## src/rtl/x86_decode_pkg.sv

```systemverilog
`default_nettype none

package x86_decode_pkg;

  // Operand or register value
  typedef logic [31:0] word_t;

  // Register number in ModR/M encoding order
  typedef logic [2:0] reg_sel_t;

  // Operand encoding form of the primary opcode
  typedef logic [3:0] opnd_form_t;

  // Decoded command
  typedef logic [5:0] cmd_t;

  // Where an operand result goes
  typedef logic [1:0] dest_kind_t;

  // Nine-byte fetch window, opcode in bits 7:0
  typedef logic [71:0] instr_win_t;

  // Length in bytes, at most 11 for this subset
  typedef logic [3:0] instr_len_t;

  // Operand forms
  localparam opnd_form_t FORM_NONE       = 4'd0;
  localparam opnd_form_t FORM_REG        = 4'd1;
  localparam opnd_form_t FORM_REG_IMM    = 4'd2;
  localparam opnd_form_t FORM_EAX_IMM    = 4'd3;
  localparam opnd_form_t FORM_EAX_REG    = 4'd4;
  localparam opnd_form_t FORM_RM         = 4'd5;
  localparam opnd_form_t FORM_RM_IMM     = 4'd6;
  localparam opnd_form_t FORM_RM_REG     = 4'd7;
  localparam opnd_form_t FORM_REG_RM     = 4'd8;
  localparam opnd_form_t FORM_REG_RM_IMM = 4'd9;

  // Commands
  localparam cmd_t CMD_NONE = 6'd0;
  localparam cmd_t CMD_ADD  = 6'd1;
  localparam cmd_t CMD_OR   = 6'd2;
  localparam cmd_t CMD_AND  = 6'd3;
  localparam cmd_t CMD_SUB  = 6'd4;
  localparam cmd_t CMD_XOR  = 6'd5;
  localparam cmd_t CMD_CMP  = 6'd6;
  localparam cmd_t CMD_MOV  = 6'd7;
  localparam cmd_t CMD_INC  = 6'd8;
  localparam cmd_t CMD_DEC  = 6'd9;
  localparam cmd_t CMD_XCHG = 6'd10;
  localparam cmd_t CMD_IMUL = 6'd11;
  localparam cmd_t CMD_MOVS = 6'd12;
  localparam cmd_t CMD_CMPS = 6'd13;
  localparam cmd_t CMD_STOS = 6'd14;
  localparam cmd_t CMD_LODS = 6'd15;
  localparam cmd_t CMD_SCAS = 6'd16;

  // Destination kinds
  localparam dest_kind_t DEST_NONE = 2'd0;
  localparam dest_kind_t DEST_REG  = 2'd1;
  localparam dest_kind_t DEST_MEM  = 2'd2;

  // General registers
  localparam reg_sel_t REG_EAX = 3'd0;
  localparam reg_sel_t REG_ECX = 3'd1;
  localparam reg_sel_t REG_EDX = 3'd2;
  localparam reg_sel_t REG_EBX = 3'd3;
  localparam reg_sel_t REG_ESP = 3'd4;
  localparam reg_sel_t REG_EBP = 3'd5;
  localparam reg_sel_t REG_ESI = 3'd6;
  localparam reg_sel_t REG_EDI = 3'd7;

endpackage

`default_nettype wire

```

## src/rtl/gpr_file.sv

```systemverilog
`default_nettype none

module gpr_file
  import x86_decode_pkg::*;
(
  input  logic     clk,
  input  logic     rst,
  input  logic     wr_en,
  input  reg_sel_t wr_sel,
  input  word_t    wr_data,
  output word_t    eax,
  output word_t    ecx,
  output word_t    edx,
  output word_t    ebx,
  output word_t    esp,
  output word_t    ebp,
  output word_t    esi,
  output word_t    edi
);

  // Architectural state, indexed by register number
  word_t regs [8];
  // Read view including a same-cycle write
  word_t rd [8];

  always_ff @(posedge clk) begin
    if (rst) begin
      for (int i = 0; i < 8; i++) begin
        regs[i] <= '0;
      end
    end else if (wr_en) begin
      regs[wr_sel] <= wr_data;
    end
  end

  // Write-through bypass so the decoder sees the new value this cycle
  always_comb begin
    for (int i = 0; i < 8; i++) begin
      rd[i] = (wr_en && wr_sel == reg_sel_t'(i)) ? wr_data : regs[i];
    end
  end

  assign eax = rd[REG_EAX];
  assign ecx = rd[REG_ECX];
  assign edx = rd[REG_EDX];
  assign ebx = rd[REG_EBX];
  assign esp = rd[REG_ESP];
  assign ebp = rd[REG_EBP];
  assign esi = rd[REG_ESI];
  assign edi = rd[REG_EDI];

endmodule

`default_nettype wire

```

## src/rtl/opcode_classify.sv

```systemverilog
`default_nettype none

module opcode_classify
  import x86_decode_pkg::*;
(
  input  logic       clk,
  input  logic       rst,
  input  logic       instr_valid,
  input  instr_win_t instr,
  input  logic       prefix_operand_16bit,
  input  logic       prefix_address_16bit,
  output logic       stage_valid,
  output instr_win_t stage_instr,
  output logic       stage_prefix_operand_16bit,
  output logic       stage_prefix_address_16bit,
  output cmd_t       cmd,
  output opnd_form_t opnd_form,
  output logic       imm_1byte,
  output logic       reg_1byte
);

  // ALU operation field, shared by opcode bits 5:3 and the group-1 reg field
  // ADC and SBB fall outside the subset
  function automatic cmd_t alu_op(logic [2:0] op_field);
    cmd_t result;
    case (op_field)
      3'd0:    result = CMD_ADD;
      3'd1:    result = CMD_OR;
      3'd4:    result = CMD_AND;
      3'd5:    result = CMD_SUB;
      3'd6:    result = CMD_XOR;
      3'd7:    result = CMD_CMP;
      default: result = CMD_NONE;
    endcase
    return result;
  endfunction

  logic [7:0] opcode;
  logic [2:0] modrm_reg;
  cmd_t       d_cmd;
  opnd_form_t d_form;
  logic       d_imm_1byte;
  logic       d_reg_1byte;

  assign opcode    = instr[7:0];
  assign modrm_reg = instr[13:11];

  always_comb begin
    d_cmd       = CMD_NONE;
    d_form      = FORM_NONE;
    d_imm_1byte = 1'b0;
    d_reg_1byte = 1'b0;
    if (opcode[7:6] == 2'b00 && opcode[2:0] <= 3'd5) begin
      // 00..3D ALU block, bit 0 clear is byte size
      d_cmd       = alu_op(opcode[5:3]);
      d_reg_1byte = ~opcode[0];
      case (opcode[2:1])
        2'b00:   d_form = FORM_RM_REG;
        2'b01:   d_form = FORM_REG_RM;
        default: begin
          d_form      = FORM_EAX_IMM;
          d_imm_1byte = ~opcode[0];
        end
      endcase
    end else begin
      casez (opcode)
        8'b0100_0???: begin
          d_cmd  = CMD_INC;
          d_form = FORM_REG;
        end
        8'b0100_1???: begin
          d_cmd  = CMD_DEC;
          d_form = FORM_REG;
        end
        8'h69, 8'h6B: begin
          d_cmd       = CMD_IMUL;
          d_form      = FORM_REG_RM_IMM;
          d_imm_1byte = opcode[1];
        end
        8'h80, 8'h81, 8'h83: begin
          // Group 1 takes the operation from ModR/M
          d_cmd       = alu_op(modrm_reg);
          d_form      = FORM_RM_IMM;
          d_reg_1byte = ~opcode[0];
          d_imm_1byte = opcode[1] | ~opcode[0];
        end
        8'b1000_10??: begin
          d_cmd       = CMD_MOV;
          d_form      = opcode[1] ? FORM_REG_RM : FORM_RM_REG;
          d_reg_1byte = ~opcode[0];
        end
        8'b1001_0???: begin
          d_cmd  = CMD_XCHG;
          d_form = FORM_EAX_REG;
        end
        8'b1011_1???: begin
          d_cmd  = CMD_MOV;
          d_form = FORM_REG_IMM;
        end
        // String ops carry no explicit operands
        8'hA4, 8'hA5: d_cmd = CMD_MOVS;
        8'hA6, 8'hA7: d_cmd = CMD_CMPS;
        8'hAA, 8'hAB: d_cmd = CMD_STOS;
        8'hAC, 8'hAD: d_cmd = CMD_LODS;
        8'hAE, 8'hAF: d_cmd = CMD_SCAS;
        default: d_cmd = CMD_NONE;
      endcase
      if (opcode[7:4] == 4'hA) begin
        d_reg_1byte = ~opcode[0];
      end
    end
    // Anything unrecognised, including ADC/SBB, decodes to nothing
    if (d_cmd == CMD_NONE) begin
      d_form      = FORM_NONE;
      d_imm_1byte = 1'b0;
      d_reg_1byte = 1'b0;
    end
  end

  always_ff @(posedge clk) begin
    if (rst) begin
      stage_valid <= 1'b0;
      cmd         <= CMD_NONE;
      opnd_form   <= FORM_NONE;
      imm_1byte   <= 1'b0;
      reg_1byte   <= 1'b0;
    end else begin
      stage_valid <= instr_valid;
      if (instr_valid) begin
        cmd       <= d_cmd;
        opnd_form <= d_form;
        imm_1byte <= d_imm_1byte;
        reg_1byte <= d_reg_1byte;
      end
    end
  end

  // Window and prefixes only load with a new instruction
  always_ff @(posedge clk) begin
    if (instr_valid) begin
      stage_instr                <= instr;
      stage_prefix_operand_16bit <= prefix_operand_16bit;
      stage_prefix_address_16bit <= prefix_address_16bit;
    end
  end

endmodule

`default_nettype wire

```

## src/rtl/decode_opnds.sv

```systemverilog
`default_nettype none

module decode_opnds
  import x86_decode_pkg::*;
(
  input  logic       stage_valid,
  input  instr_win_t stage_instr,
  input  logic       stage_prefix_operand_16bit,
  input  logic       stage_prefix_address_16bit,
  input  cmd_t       cmd,
  input  opnd_form_t opnd_form,
  input  logic       imm_1byte,
  input  logic       reg_1byte,
  input  word_t      eax,
  input  word_t      ecx,
  input  word_t      edx,
  input  word_t      ebx,
  input  word_t      esp,
  input  word_t      ebp,
  input  word_t      esi,
  input  word_t      edi,
  output logic       out_valid,
  output word_t      opnd0,
  output word_t      opnd1,
  output word_t      opnd2,
  output word_t      disp,
  output logic       disp_1byte,
  output logic       has_sib,
  output instr_len_t instr_len,
  output dest_kind_t dest0_kind,
  output dest_kind_t dest1_kind,
  output reg_sel_t   dest0_sel,
  output reg_sel_t   dest1_sel
);

  // Four bytes of the window starting at byte pos, zero past the end
  function automatic word_t bytes_at(instr_win_t win, logic [3:0] pos);
    instr_win_t shifted;
    shifted = win >> {pos, 3'b000};
    return shifted[31:0];
  endfunction

  // Register read with AL..BL / AH..BH narrowing
  function automatic word_t read_gpr(word_t [7:0] bank, reg_sel_t sel, logic narrow);
    word_t low_reg;
    word_t value;
    low_reg = bank[{1'b0, sel[1:0]}];
    if (!narrow) begin
      value = bank[sel];
    end else if (sel[2]) begin
      value = {24'd0, low_reg[15:8]};
    end else begin
      value = {24'd0, low_reg[7:0]};
    end
    return value;
  endfunction

  word_t [7:0] gpr_bank;
  logic [7:0]  modrm;
  logic        mod_direct;
  logic        rm_first;
  logic        reg_first;
  logic        has_modrm;
  logic        has_imm;
  logic [3:0]  disp_len;
  logic [3:0]  imm_len;
  logic [3:0]  disp_pos;
  logic [3:0]  imm_pos;
  word_t       disp_raw;
  word_t       imm_raw;
  reg_sel_t    sel0;
  reg_sel_t    sel1;
  logic        opnd0_is_reg;
  logic        opnd1_is_reg;
  logic        opnd0_mem;
  logic        mov_load;

  assign gpr_bank = {edi, esi, ebp, esp, ebx, edx, ecx, eax};

  // Form classification
  assign rm_first  = opnd_form == FORM_RM || opnd_form == FORM_RM_IMM ||
                     opnd_form == FORM_RM_REG;
  assign reg_first = opnd_form == FORM_REG_RM || opnd_form == FORM_REG_RM_IMM;
  assign has_modrm = rm_first || reg_first;
  assign has_imm   = opnd_form == FORM_REG_IMM || opnd_form == FORM_EAX_IMM ||
                     opnd_form == FORM_RM_IMM || opnd_form == FORM_REG_RM_IMM;

  assign modrm      = stage_instr[15:8];
  assign mod_direct = modrm[7:6] == 2'b11;

  // SIB only exists with 32-bit addressing
  assign has_sib = has_modrm && !stage_prefix_address_16bit && !mod_direct &&
                   modrm[2:0] == 3'b100;

  always_comb begin
    disp_len = 4'd0;
    if (has_modrm && !mod_direct) begin
      case (modrm[7:6])
        2'b01:   disp_len = 4'd1;
        2'b10:   disp_len = stage_prefix_address_16bit ? 4'd2 : 4'd4;
        default: begin
          // mod 00 direct-address encodings
          if (!stage_prefix_address_16bit && modrm[2:0] == 3'b101) begin
            disp_len = 4'd4;
          end else if (stage_prefix_address_16bit && modrm[2:0] == 3'b110) begin
            disp_len = 4'd2;
          end
        end
      endcase
    end
  end

  assign imm_len = !has_imm ? 4'd0 :
                   imm_1byte ? 4'd1 :
                   stage_prefix_operand_16bit ? 4'd2 : 4'd4;

  // Byte positions follow opcode, ModR/M, SIB, displacement
  assign disp_pos  = 4'd1 + {3'd0, has_modrm} + {3'd0, has_sib};
  assign imm_pos   = disp_pos + disp_len;
  assign instr_len = imm_pos + imm_len;

  assign disp_raw = bytes_at(stage_instr, disp_pos);
  assign imm_raw  = bytes_at(stage_instr, imm_pos);

  always_comb begin
    case (disp_len)
      4'd1:    disp = {{24{disp_raw[7]}}, disp_raw[7:0]};
      4'd2:    disp = {{16{disp_raw[15]}}, disp_raw[15:0]};
      4'd4:    disp = disp_raw;
      default: disp = '0;
    endcase
    // 16-bit immediates are zero-extended
    case (imm_len)
      4'd1:    opnd2 = {{24{imm_raw[7]}}, imm_raw[7:0]};
      4'd2:    opnd2 = {16'd0, imm_raw[15:0]};
      4'd4:    opnd2 = imm_raw;
      default: opnd2 = '0;
    endcase
  end

  assign disp_1byte = disp_len == 4'd1;

  // Operand 0 selector sources
  assign sel0 = (opnd_form == FORM_REG || opnd_form == FORM_REG_IMM) ? stage_instr[2:0] :
                (rm_first && mod_direct) ? modrm[2:0] :
                reg_first ? modrm[5:3] : REG_EAX;
  assign opnd0_is_reg = opnd_form == FORM_REG || opnd_form == FORM_REG_IMM ||
                        opnd_form == FORM_EAX_IMM || opnd_form == FORM_EAX_REG ||
                        (rm_first && mod_direct) || reg_first;

  // Operand 1 selector sources
  assign sel1 = (opnd_form == FORM_RM_REG) ? modrm[5:3] :
                (reg_first && mod_direct) ? modrm[2:0] :
                (opnd_form == FORM_EAX_REG) ? stage_instr[2:0] : REG_EAX;
  assign opnd1_is_reg = opnd_form == FORM_RM_REG || opnd_form == FORM_EAX_REG ||
                        (reg_first && mod_direct);

  assign opnd0 = opnd0_is_reg ? read_gpr(gpr_bank, sel0, reg_1byte) : '0;
  assign opnd1 = opnd1_is_reg ? read_gpr(gpr_bank, sel1, reg_1byte) : '0;

  assign opnd0_mem = (rm_first && !mod_direct) || cmd == CMD_MOVS || cmd == CMD_CMPS ||
                     cmd == CMD_SCAS || cmd == CMD_LODS;

  // Compares write nothing back
  assign dest0_kind = (cmd == CMD_CMP || cmd == CMD_CMPS) ? DEST_NONE :
                      opnd0_mem ? DEST_MEM :
                      opnd0_is_reg ? DEST_REG : DEST_NONE;

  // MOV 8A/8B loads into its reg-first operand
  assign mov_load   = cmd == CMD_MOV && opnd_form == FORM_REG_RM;
  assign dest1_kind = (cmd == CMD_XCHG || mov_load) ? DEST_REG : DEST_NONE;

  assign dest0_sel = (dest0_kind == DEST_REG) ? sel0 : '0;
  assign dest1_sel = (dest1_kind != DEST_REG) ? '0 : mov_load ? sel0 : sel1;

  assign out_valid = stage_valid;

endmodule

`default_nettype wire

```

## src/rtl/x86_decode_top.sv

```systemverilog
`default_nettype none

module x86_decode_top
  import x86_decode_pkg::*;
(
  input  logic       clk,
  input  logic       rst,
  input  logic       instr_valid,
  input  instr_win_t instr,
  input  logic       prefix_operand_16bit,
  input  logic       prefix_address_16bit,
  input  logic       wr_en,
  input  reg_sel_t   wr_sel,
  input  word_t      wr_data,
  output logic       out_valid,
  output word_t      opnd0,
  output word_t      opnd1,
  output word_t      opnd2,
  output word_t      disp,
  output logic       disp_1byte,
  output logic       has_sib,
  output instr_len_t instr_len,
  output dest_kind_t dest0_kind,
  output dest_kind_t dest1_kind,
  output reg_sel_t   dest0_sel,
  output reg_sel_t   dest1_sel
);

  // Stage 1 to stage 2
  logic       stage_valid;
  instr_win_t stage_instr;
  logic       stage_prefix_operand_16bit;
  logic       stage_prefix_address_16bit;
  cmd_t       cmd;
  opnd_form_t opnd_form;
  logic       imm_1byte;
  logic       reg_1byte;

  // Register file read outputs
  word_t eax;
  word_t ecx;
  word_t edx;
  word_t ebx;
  word_t esp;
  word_t ebp;
  word_t esi;
  word_t edi;

  opcode_classify i_classify (
    .clk                        (clk),
    .rst                        (rst),
    .instr_valid                (instr_valid),
    .instr                      (instr),
    .prefix_operand_16bit       (prefix_operand_16bit),
    .prefix_address_16bit       (prefix_address_16bit),
    .stage_valid                (stage_valid),
    .stage_instr                (stage_instr),
    .stage_prefix_operand_16bit (stage_prefix_operand_16bit),
    .stage_prefix_address_16bit (stage_prefix_address_16bit),
    .cmd                        (cmd),
    .opnd_form                  (opnd_form),
    .imm_1byte                  (imm_1byte),
    .reg_1byte                  (reg_1byte)
  );

  gpr_file i_gpr (
    .clk     (clk),
    .rst     (rst),
    .wr_en   (wr_en),
    .wr_sel  (wr_sel),
    .wr_data (wr_data),
    .eax     (eax),
    .ecx     (ecx),
    .edx     (edx),
    .ebx     (ebx),
    .esp     (esp),
    .ebp     (ebp),
    .esi     (esi),
    .edi     (edi)
  );

  decode_opnds i_decode (
    .stage_valid                (stage_valid),
    .stage_instr                (stage_instr),
    .stage_prefix_operand_16bit (stage_prefix_operand_16bit),
    .stage_prefix_address_16bit (stage_prefix_address_16bit),
    .cmd                        (cmd),
    .opnd_form                  (opnd_form),
    .imm_1byte                  (imm_1byte),
    .reg_1byte                  (reg_1byte),
    .eax                        (eax),
    .ecx                        (ecx),
    .edx                        (edx),
    .ebx                        (ebx),
    .esp                        (esp),
    .ebp                        (ebp),
    .esi                        (esi),
    .edi                        (edi),
    .out_valid                  (out_valid),
    .opnd0                      (opnd0),
    .opnd1                      (opnd1),
    .opnd2                      (opnd2),
    .disp                       (disp),
    .disp_1byte                 (disp_1byte),
    .has_sib                    (has_sib),
    .instr_len                  (instr_len),
    .dest0_kind                 (dest0_kind),
    .dest1_kind                 (dest1_kind),
    .dest0_sel                  (dest0_sel),
    .dest1_sel                  (dest1_sel)
  );

endmodule

`default_nettype wire

```

## config.mk

```make
export PLATFORM = sky130hd
export DESIGN_NAME = x86_decode_top
export DESIGN_NICKNAME = d
export VERILOG_FILES = /design/src/rtl/x86_decode_pkg.sv /design/src/rtl/gpr_file.sv /design/src/rtl/opcode_classify.sv /design/src/rtl/decode_opnds.sv /design/src/rtl/x86_decode_top.sv
export SDC_FILE = /design/constraint.sdc
export NUM_CORES = 1
export LEC_CHECK = 0
export BUFFER_PORTS_ARGS = -buffer_cell sky130_fd_sc_hd__buf_2
export CAP_MARGIN = 20
export CORE_ASPECT_RATIO = 1.25
export CORE_MARGIN = 3
export CORE_UTILIZATION = 25
export DETAILED_ROUTE_END_ITERATION = 12
export MAX_ROUTING_LAYER = met4
export PLACE_DENSITY = 0.39
export SLEW_MARGIN = 40
export SYNTH_ARGS = -nofsm -noshare
export SYNTH_HDL_FRONTEND = slang
export SYNTH_HIERARCHICAL = 1
export SYNTH_SLANG_ARGS = --single-unit
```

## constraint.sdc

```tcl
create_clock -name clk -period 8.05 [get_ports clk]
set_input_delay 0.805 -clock clk [delete_from_list [all_inputs] [get_ports clk]]
set_output_delay 0.805 -clock clk [all_outputs]
set_load 0.1 [all_outputs]
```

Word level (Yosys, flattened, before mapping)
Memory sizes are Yosys's and may differ from the RTL's. Index checks and enable logic that the tools add are counted.

Register bits: 87. Bits in writable memories: 256. Output and inout bits: 145. Logic and storage cells: 220. Memories: 1.

Memory list: i_gpr.regs (depth 8, width 32, rd ports 8, clocked after memory_dff 0, wr ports 8, line gpr_file.sv:22) `word_t regs [8];`.

Add/subtract/negate cells: 4. $lt $le $gt $ge: 5. Eq/ne operators: 69. Shifts and indexed selects: 2. Multiplexer cells: 70. Bitwise gates (word level): 2. Reductions and logical operators: 59.

Operator list (count): 2-to-1 mux 32 bit (15); binary-select mux 32 bit (select 3 bit) (2); one-hot mux 32 bit (3 select lines) (2); right shift 72 x 7 -> 32 bit (2); binary-select mux 32 bit (select 2 bit) (2); equality test 8 bit, second input constant (13); one-hot mux 6 bit (11 select lines) (1); equality test 3 bit, second input constant (15); 2-to-1 mux 3 bit (12); one-hot mux 3 bit (6 select lines) (2); 2-to-1 mux 16 bit (2); OR reduction 32 bit (1); 2-to-1 mux 4 bit (7); equality test 4 x 3 -> 1 bit, second input constant (6); equality test 6 x 4 -> 1 bit, second input constant (4); one-hot mux 4 bit (6 select lines) (1); logical OR 1 bit (20); logical AND 1 bit (19); OR reduction 2 bit (9); equality test 4 x 2 -> 1 bit, second input constant (4); equality test 8 x 7 -> 1 bit, second input constant (2); 2-to-1 mux 8 bit (2); one-hot mux 4 bit (2 select lines) (2); 2-to-1 mux 1 bit (15); other kinds (29) (51).

Logic depth before layout (Yosys ltp)
Depth after elaboration: 12. Mapped depth: 21.

By module
Netlist, hierarchy kept.

By module, submodules not included: gpr_file (times used 1, cells an instance 920, area an instance 13017.5 sq um, sequential area each 7687.4 sq um); decode_opnds (times used 1, cells an instance 1418, area an instance 8692.1 sq um, sequential area each 0.0 sq um); opcode_classify (times used 1, cells an instance 196, area an instance 3211.8 sq um, sequential area each 2462.4 sq um).

Least setup slack after synthesis
No wires, ideal clock.

Kind: in2out. Start: input wr_sel[0]. End: output opnd0[7]. Arrival: 6.700 ns. Data required time: 7.245 ns. Slack: 0.545 ns. Stages: 7. Path through: nor4b_4 > buf_2 > mux2_2 > mux2i_1 > mux2_2 > nor2b_1 > a2111oi_0.

Word-level cells in the longest chain between the ends: 8. Elaborated cells on any way between the ends: 31. Classes of those cells: 7 x eq/ne; 15 x mux; 9 x reduce/logical.

Ends and longest elaborated chain: from (decl) (line x86_decode_top.sv:13) `input reg_sel_t wr_sel,`; zero test 3 bit (line gpr_file.sv:39) `rd[i] = (wr_en && wr_sel == reg_sel_t'(i)) ? wr_data : regs[i];`; logical AND 1 bit (line gpr_file.sv:39); 2-to-1 mux 32 bit (line gpr_file.sv:39); via eax[15] (line x86_decode_top.sv:40) `word_t eax;`; binary-select mux 32 bit (select 2 bit) (line decode_opnds.sv:47) `low_reg = bank[{1'b0, sel[1:0]}];`; 2-to-1 mux 16 bit (not written as such) (line decode_opnds.sv:47); 2-to-1 mux 8 bit (line decode_opnds.sv:50) `end else if (sel[2]) begin`; 2-to-1 mux 32 bit (line decode_opnds.sv:48) `if (!narrow) begin`; 2-to-1 mux 32 bit (line decode_opnds.sv:158) `assign opnd0 = opnd0_is_reg ? read_gpr(gpr_bank, sel0, reg_1byte) : '0;`; to (decl) (line x86_decode_top.sv:16) `output word_t opnd0,`.

The timed path passes the listed nets, and every way through them passes these cells. The select of a mux whose other input is x is not followed.

Worst setup path in the final report
Start: register i_classify.opnd_form[2]. End: output opnd2[25].

Word-level cells in the longest chain between the ends: 11. Elaborated cells on any way between the ends: 28. Classes of those cells: 3 x add/sub; 10 x eq/ne; 1 x shift; 3 x mux; 11 x reduce/logical.

Ends and longest elaborated chain: from (decl) (line opcode_classify.sv:17) `output opnd_form_t opnd_form,`; from (signal assigned) (line opcode_classify.sv:131) `opnd_form <= d_form;`; equality test 4 x 3 -> 1 bit, on equally long branches (line decode_opnds.sv:81, decode_opnds.sv:86); logical OR 1 bit (2 in series) (line decode_opnds.sv:81) `assign rm_first = opnd_form == FORM_RM || opnd_form == FORM_RM_IMM ||`; logical OR 1 bit (line decode_opnds.sv:84) `assign has_modrm = rm_first || reg_first;`; logical AND 1 bit (3 in series) (line decode_opnds.sv:92) `assign has_sib = has_modrm && !stage_prefix_address_16bit && !mod_direct &&`; adder 4 x 1 -> 4 bit (line decode_opnds.sv:118) `assign disp_pos = 4'd1 + {3'd0, has_modrm} + {3'd0, has_sib};`; adder 4 bit (line decode_opnds.sv:119) `assign imm_pos = disp_pos + disp_len;`; right shift 72 x 7 -> 32 bit (line decode_opnds.sv:39) `shifted = win >> {pos, 3'b000};`; one-hot mux 32 bit (3 select lines) (*) (line decode_opnds.sv:133) `case (imm_len)`; to (decl) (line x86_decode_top.sv:18) `output word_t opnd2,`.

Mark *: on every way between the ends. The rest lies on a longest branch, timed or not.

==> impl_metrics.tcl <==
set metrics [dict create \
    worstSetupPathType "register to output port" \
    power_density_nw_per_um2 184.8 \
    hold_class "input port to register" \
    register_area_um2 10150 \
    slew_headroom_pct 42.81 \
    routedWlPerCell_um 26.99 \
    postCtsSetupRepairBufs 0 \
    multi_input_area_um2 13540 \
    crit_end "opnd2[25]" \
    root_buffer "clkbuf_16" \
    cts_htree_levels 2 \
    ant_nets 0 \
    cts_num_sinks 342 \
    crit_path_frequent_cell "or2_1" \
    irDropWorstVdd_uv 137.4 \
    nets 2769 \
    drt_first_pass_iters 5 \
    vias_per_cell 5.414 \
    cp-start-kind "register" \
    area_growth_pct 15.78 \
    rsz0062_at_grt "false" \
    hold_slack_ns 0.3688 \
    synth_top_area_share_pct 39.76 \
    die-area_um2 103500 \
    grt_pass1_wl_um 155800 \
    portBuffers 256 \
    synth_area_um2 24920 \
    tightest_slew_ns 0.8579 \
    path_clk_slew_ns 0.06 \
    slew_violations 0 \
    grt_pass1_vias 22096 \
    drt-total-wl_um 107900 \
    crit_required_ns 7.24 \
    holdPathStages 1 \
    fillers 10219 \
    drc 0 \
    die_y_um 359.0 \
    syn_area_per_cell_um2 9.835 \
    syn-num-nets 2657 \
    synth_area_leader_cell "edfxtp_1" \
    synth.top_cells.by_count "nand2_1, edfxtp_1, mux2_2" \
    final-setup-viol-count 0 \
    layout_min_cycle_time_ns 6.447 \
    clock_skew_ns 0 \
    yosysUniqueCellTypes 91 \
    rows 128 \
    insertion_delay_ns 0.58 \
    cts_tree "done" \
    io_pins 258 \
    gp_congestion 0.8730 \
    ys.flop_type "edfxtp_1" \
    slowest_delay_ns 0.68 \
    cp.arrival_ns 5.64 \
    p_leak_uw 0.01068 \
    ys_ff_latch 342 \
    status "complete, no violations" \
    startpoint "i_classify/opnd_form[2]" \
    cts_buffers 45 \
    ys_seq_area_share_pct 40.73 \
    gr-total-overflow 0 \
    antenna_found_initial 16 \
    clk_path_buf_depth 3 \
    grt_start_max_net_pins 122 \
    path_cells "nor3b_2 > a21oi_2 > nor2_1 > nand2_1 > ha_4 > inv_1 > ha_1 > a21oi_1 > or2_1 > nand3b_4 > or2_1 > o31ai_1 > buf_2" \
    worst_path_max_delay_cell "dfxtp_1" \
    r2r_cells 2 \
    place_hpwl_um 68240 \
    postCtsHoldBufs 0 \
    grt.total_usage_pct 20.76 \
    reg2reg_from "i_classify/opnd_form[2]" \
    drt_iter0_drc 1660 \
    hold_viol_final 0 \
    cts_repair_resize_count 0 \
    setup_tns_ns 0 \
    maxCapViolCount 0 \
    max_clock_freq_ghz 0.1551 \
    place_area_um2 27280 \
    route.vias.total 21644 \
    ys_async_sr_fraction_pct 0 \
    synth_edf_count 330 \
    finalCritPeriodShare_pct 80.09 \
    r2r_slack_ns 7.10 \
    start_util_pct 25.38 \
    synth.top_cells.by_area "edfxtp_1, mux2_2, nand2_1, mux2i_1, mux4_2" \
    yosysMostFrequentCell "nand2_1" \
    postSynthCellCount 2534 \
    end_kind "output port" \
    fp.dieW_um 288.4 \
    worstPathMaxFanout 53 \
    core_area_um2 98170 \
    layout-drive-gt1-share_pct 29.80 \
    final_cell_area_um2 28860 \
    p_total_uw 5333 \
    yosysWarnings 6 \
    r2r_end "i_classify/opnd_form[2]" \
]
critical path: cells and delay by family (launching register included):
kind	cells	cell delay, ns
AO/OA/AOI/OAI	3	0.95
adder cells (fa/ha/maj)	2	0.90
buffers and inverters	2	0.84
flip-flops	1	0.68
AND/OR/NAND/NOR	6	1.68
placed cells by master (no fill, tap or decap), types with 6 or more instances in the layout:
| cell type | instances |
|---|---|
| diode_2 | 17 |
| buf_12 | 6 |
| and3_1 | 38 |
| o21ai_2 | 17 |
| mux2_2 | 270 |
| mux2i_1 | 111 |
| clkbuf_16 | 45 |
| a21oi_1 | 120 |
| nand3b_1 | 9 |
| bufinv_16 | 7 |
| nand3_1 | 174 |
| clkinv_1 | 12 |
| buf_4 | 49 |
| o21ai_0 | 57 |
| clkbuf_1 | 7 |
| buf_2 | 253 |
| mux4_2 | 45 |
| nor3_1 | 193 |
| or2_1 | 6 |
| ha_1 | 6 |
| a31oi_1 | 28 |
| a211oi_1 | 21 |
| clkinv_2 | 6 |
| nand2_1 | 419 |
| o22ai_1 | 12 |
| or2_2 | 10 |
| nor4_1 | 42 |
| a221oi_1 | 7 |
| inv_1 | 43 |
| o221ai_1 | 7 |
| a32o_1 | 31 |
| edfxtp_1 | 330 |
| dfxtp_1 | 12 |
| nand2b_1 | 7 |
| nor2_1 | 90 |
| nor4_2 | 29 |
| nor2b_1 | 16 |
| mux2_1 | 15 |
metrics by stage:
step | util (%) | cells | setup WS (ns)
after floorplan | - | 2534 | 0.5453
after global placement | 27.62 | 3891 | 2.021
after detailed placement | 27.78 | 3898 | 2.243
after CTS | 29.33 | 3980 | 1.590
after global routing | 29.39 | 3996 | 1.171
final | 29.39 | 3998 | 1.603
cells by family (layout without fill, tap and decap cells):
logic type | Yosys count | in the layout | share of synthesized area, %
buffers and inverters | 291 | 438 | 5.588
and+or+nand+nor | 1099 | 1099 | 22.33
adders and majority gates | 10 | 10 | 0.5623
DFF | 342 | 342 | 40.73
muxes | 441 | 441 | 21.40
xor gates and xnor gates | 10 | 10 | 0.4267
AOI/OAI and AO/OA | 339 | 339 | 8.932
other | 2 | 19 | 0.03013
worst min-delay path by stage:
stage                            startpoint                    endpoint  slack, ns
floorplan           i_classify/opnd_form[3]     i_classify/opnd_form[3]       0.45
detailed placement        i_classify/cmd[0]           i_classify/cmd[0]       0.54
global placement          i_classify/cmd[0]           i_classify/cmd[0]       0.54
global route                      instr[18]  i_classify/stage_instr[18]       0.33
CTS                               instr[18]  i_classify/stage_instr[18]       0.32
finish                            instr[17]  i_classify/stage_instr[17]       0.37
metal layers:
layer  up-vias  wire length, um  GRT usage (%)
met3       211             6578          3.234
li1       9693                -              -
met5         -                0              -
met1     10914            45610          25.80
met2       826            51570          34.00
met4         0             4154          7.552
final cells by class:
type	count	share of cell area (%)
Clock inverter	30	1.262
Clock buffer	52	3.994
Multi-Input combinational cell	1901	46.92
Antenna cell	17	0.1474
Inverter	44	0.5724
Timing Repair Buffer	312	6.292
Tap cell	1300	5.637
Sequential cell	342	35.17
registers in the layout, indices dropped and copies added, names as in the netlist:
| signal | flops |
|---|---|
| i_classify/opnd_form | 4 |
| i_classify/cmd | 5 |
| i_gpr/regs | 256 |
| i_classify/stage_prefix_operand_16bit | 1 |
| i_classify/stage_prefix_address_16bit | 1 |
| i_classify/stage_instr | 72 |
| i_classify/reg_1byte | 1 |
| i_classify/imm_1byte | 1 |
| i_classify/stage_valid | 1 |
power breakdown:
group	internal, uW	switching [uW]
clock	1250	858
combinational	324	739
sequential	2080	79.6
total	3660	1680
(Power assumes the default switching activity.)
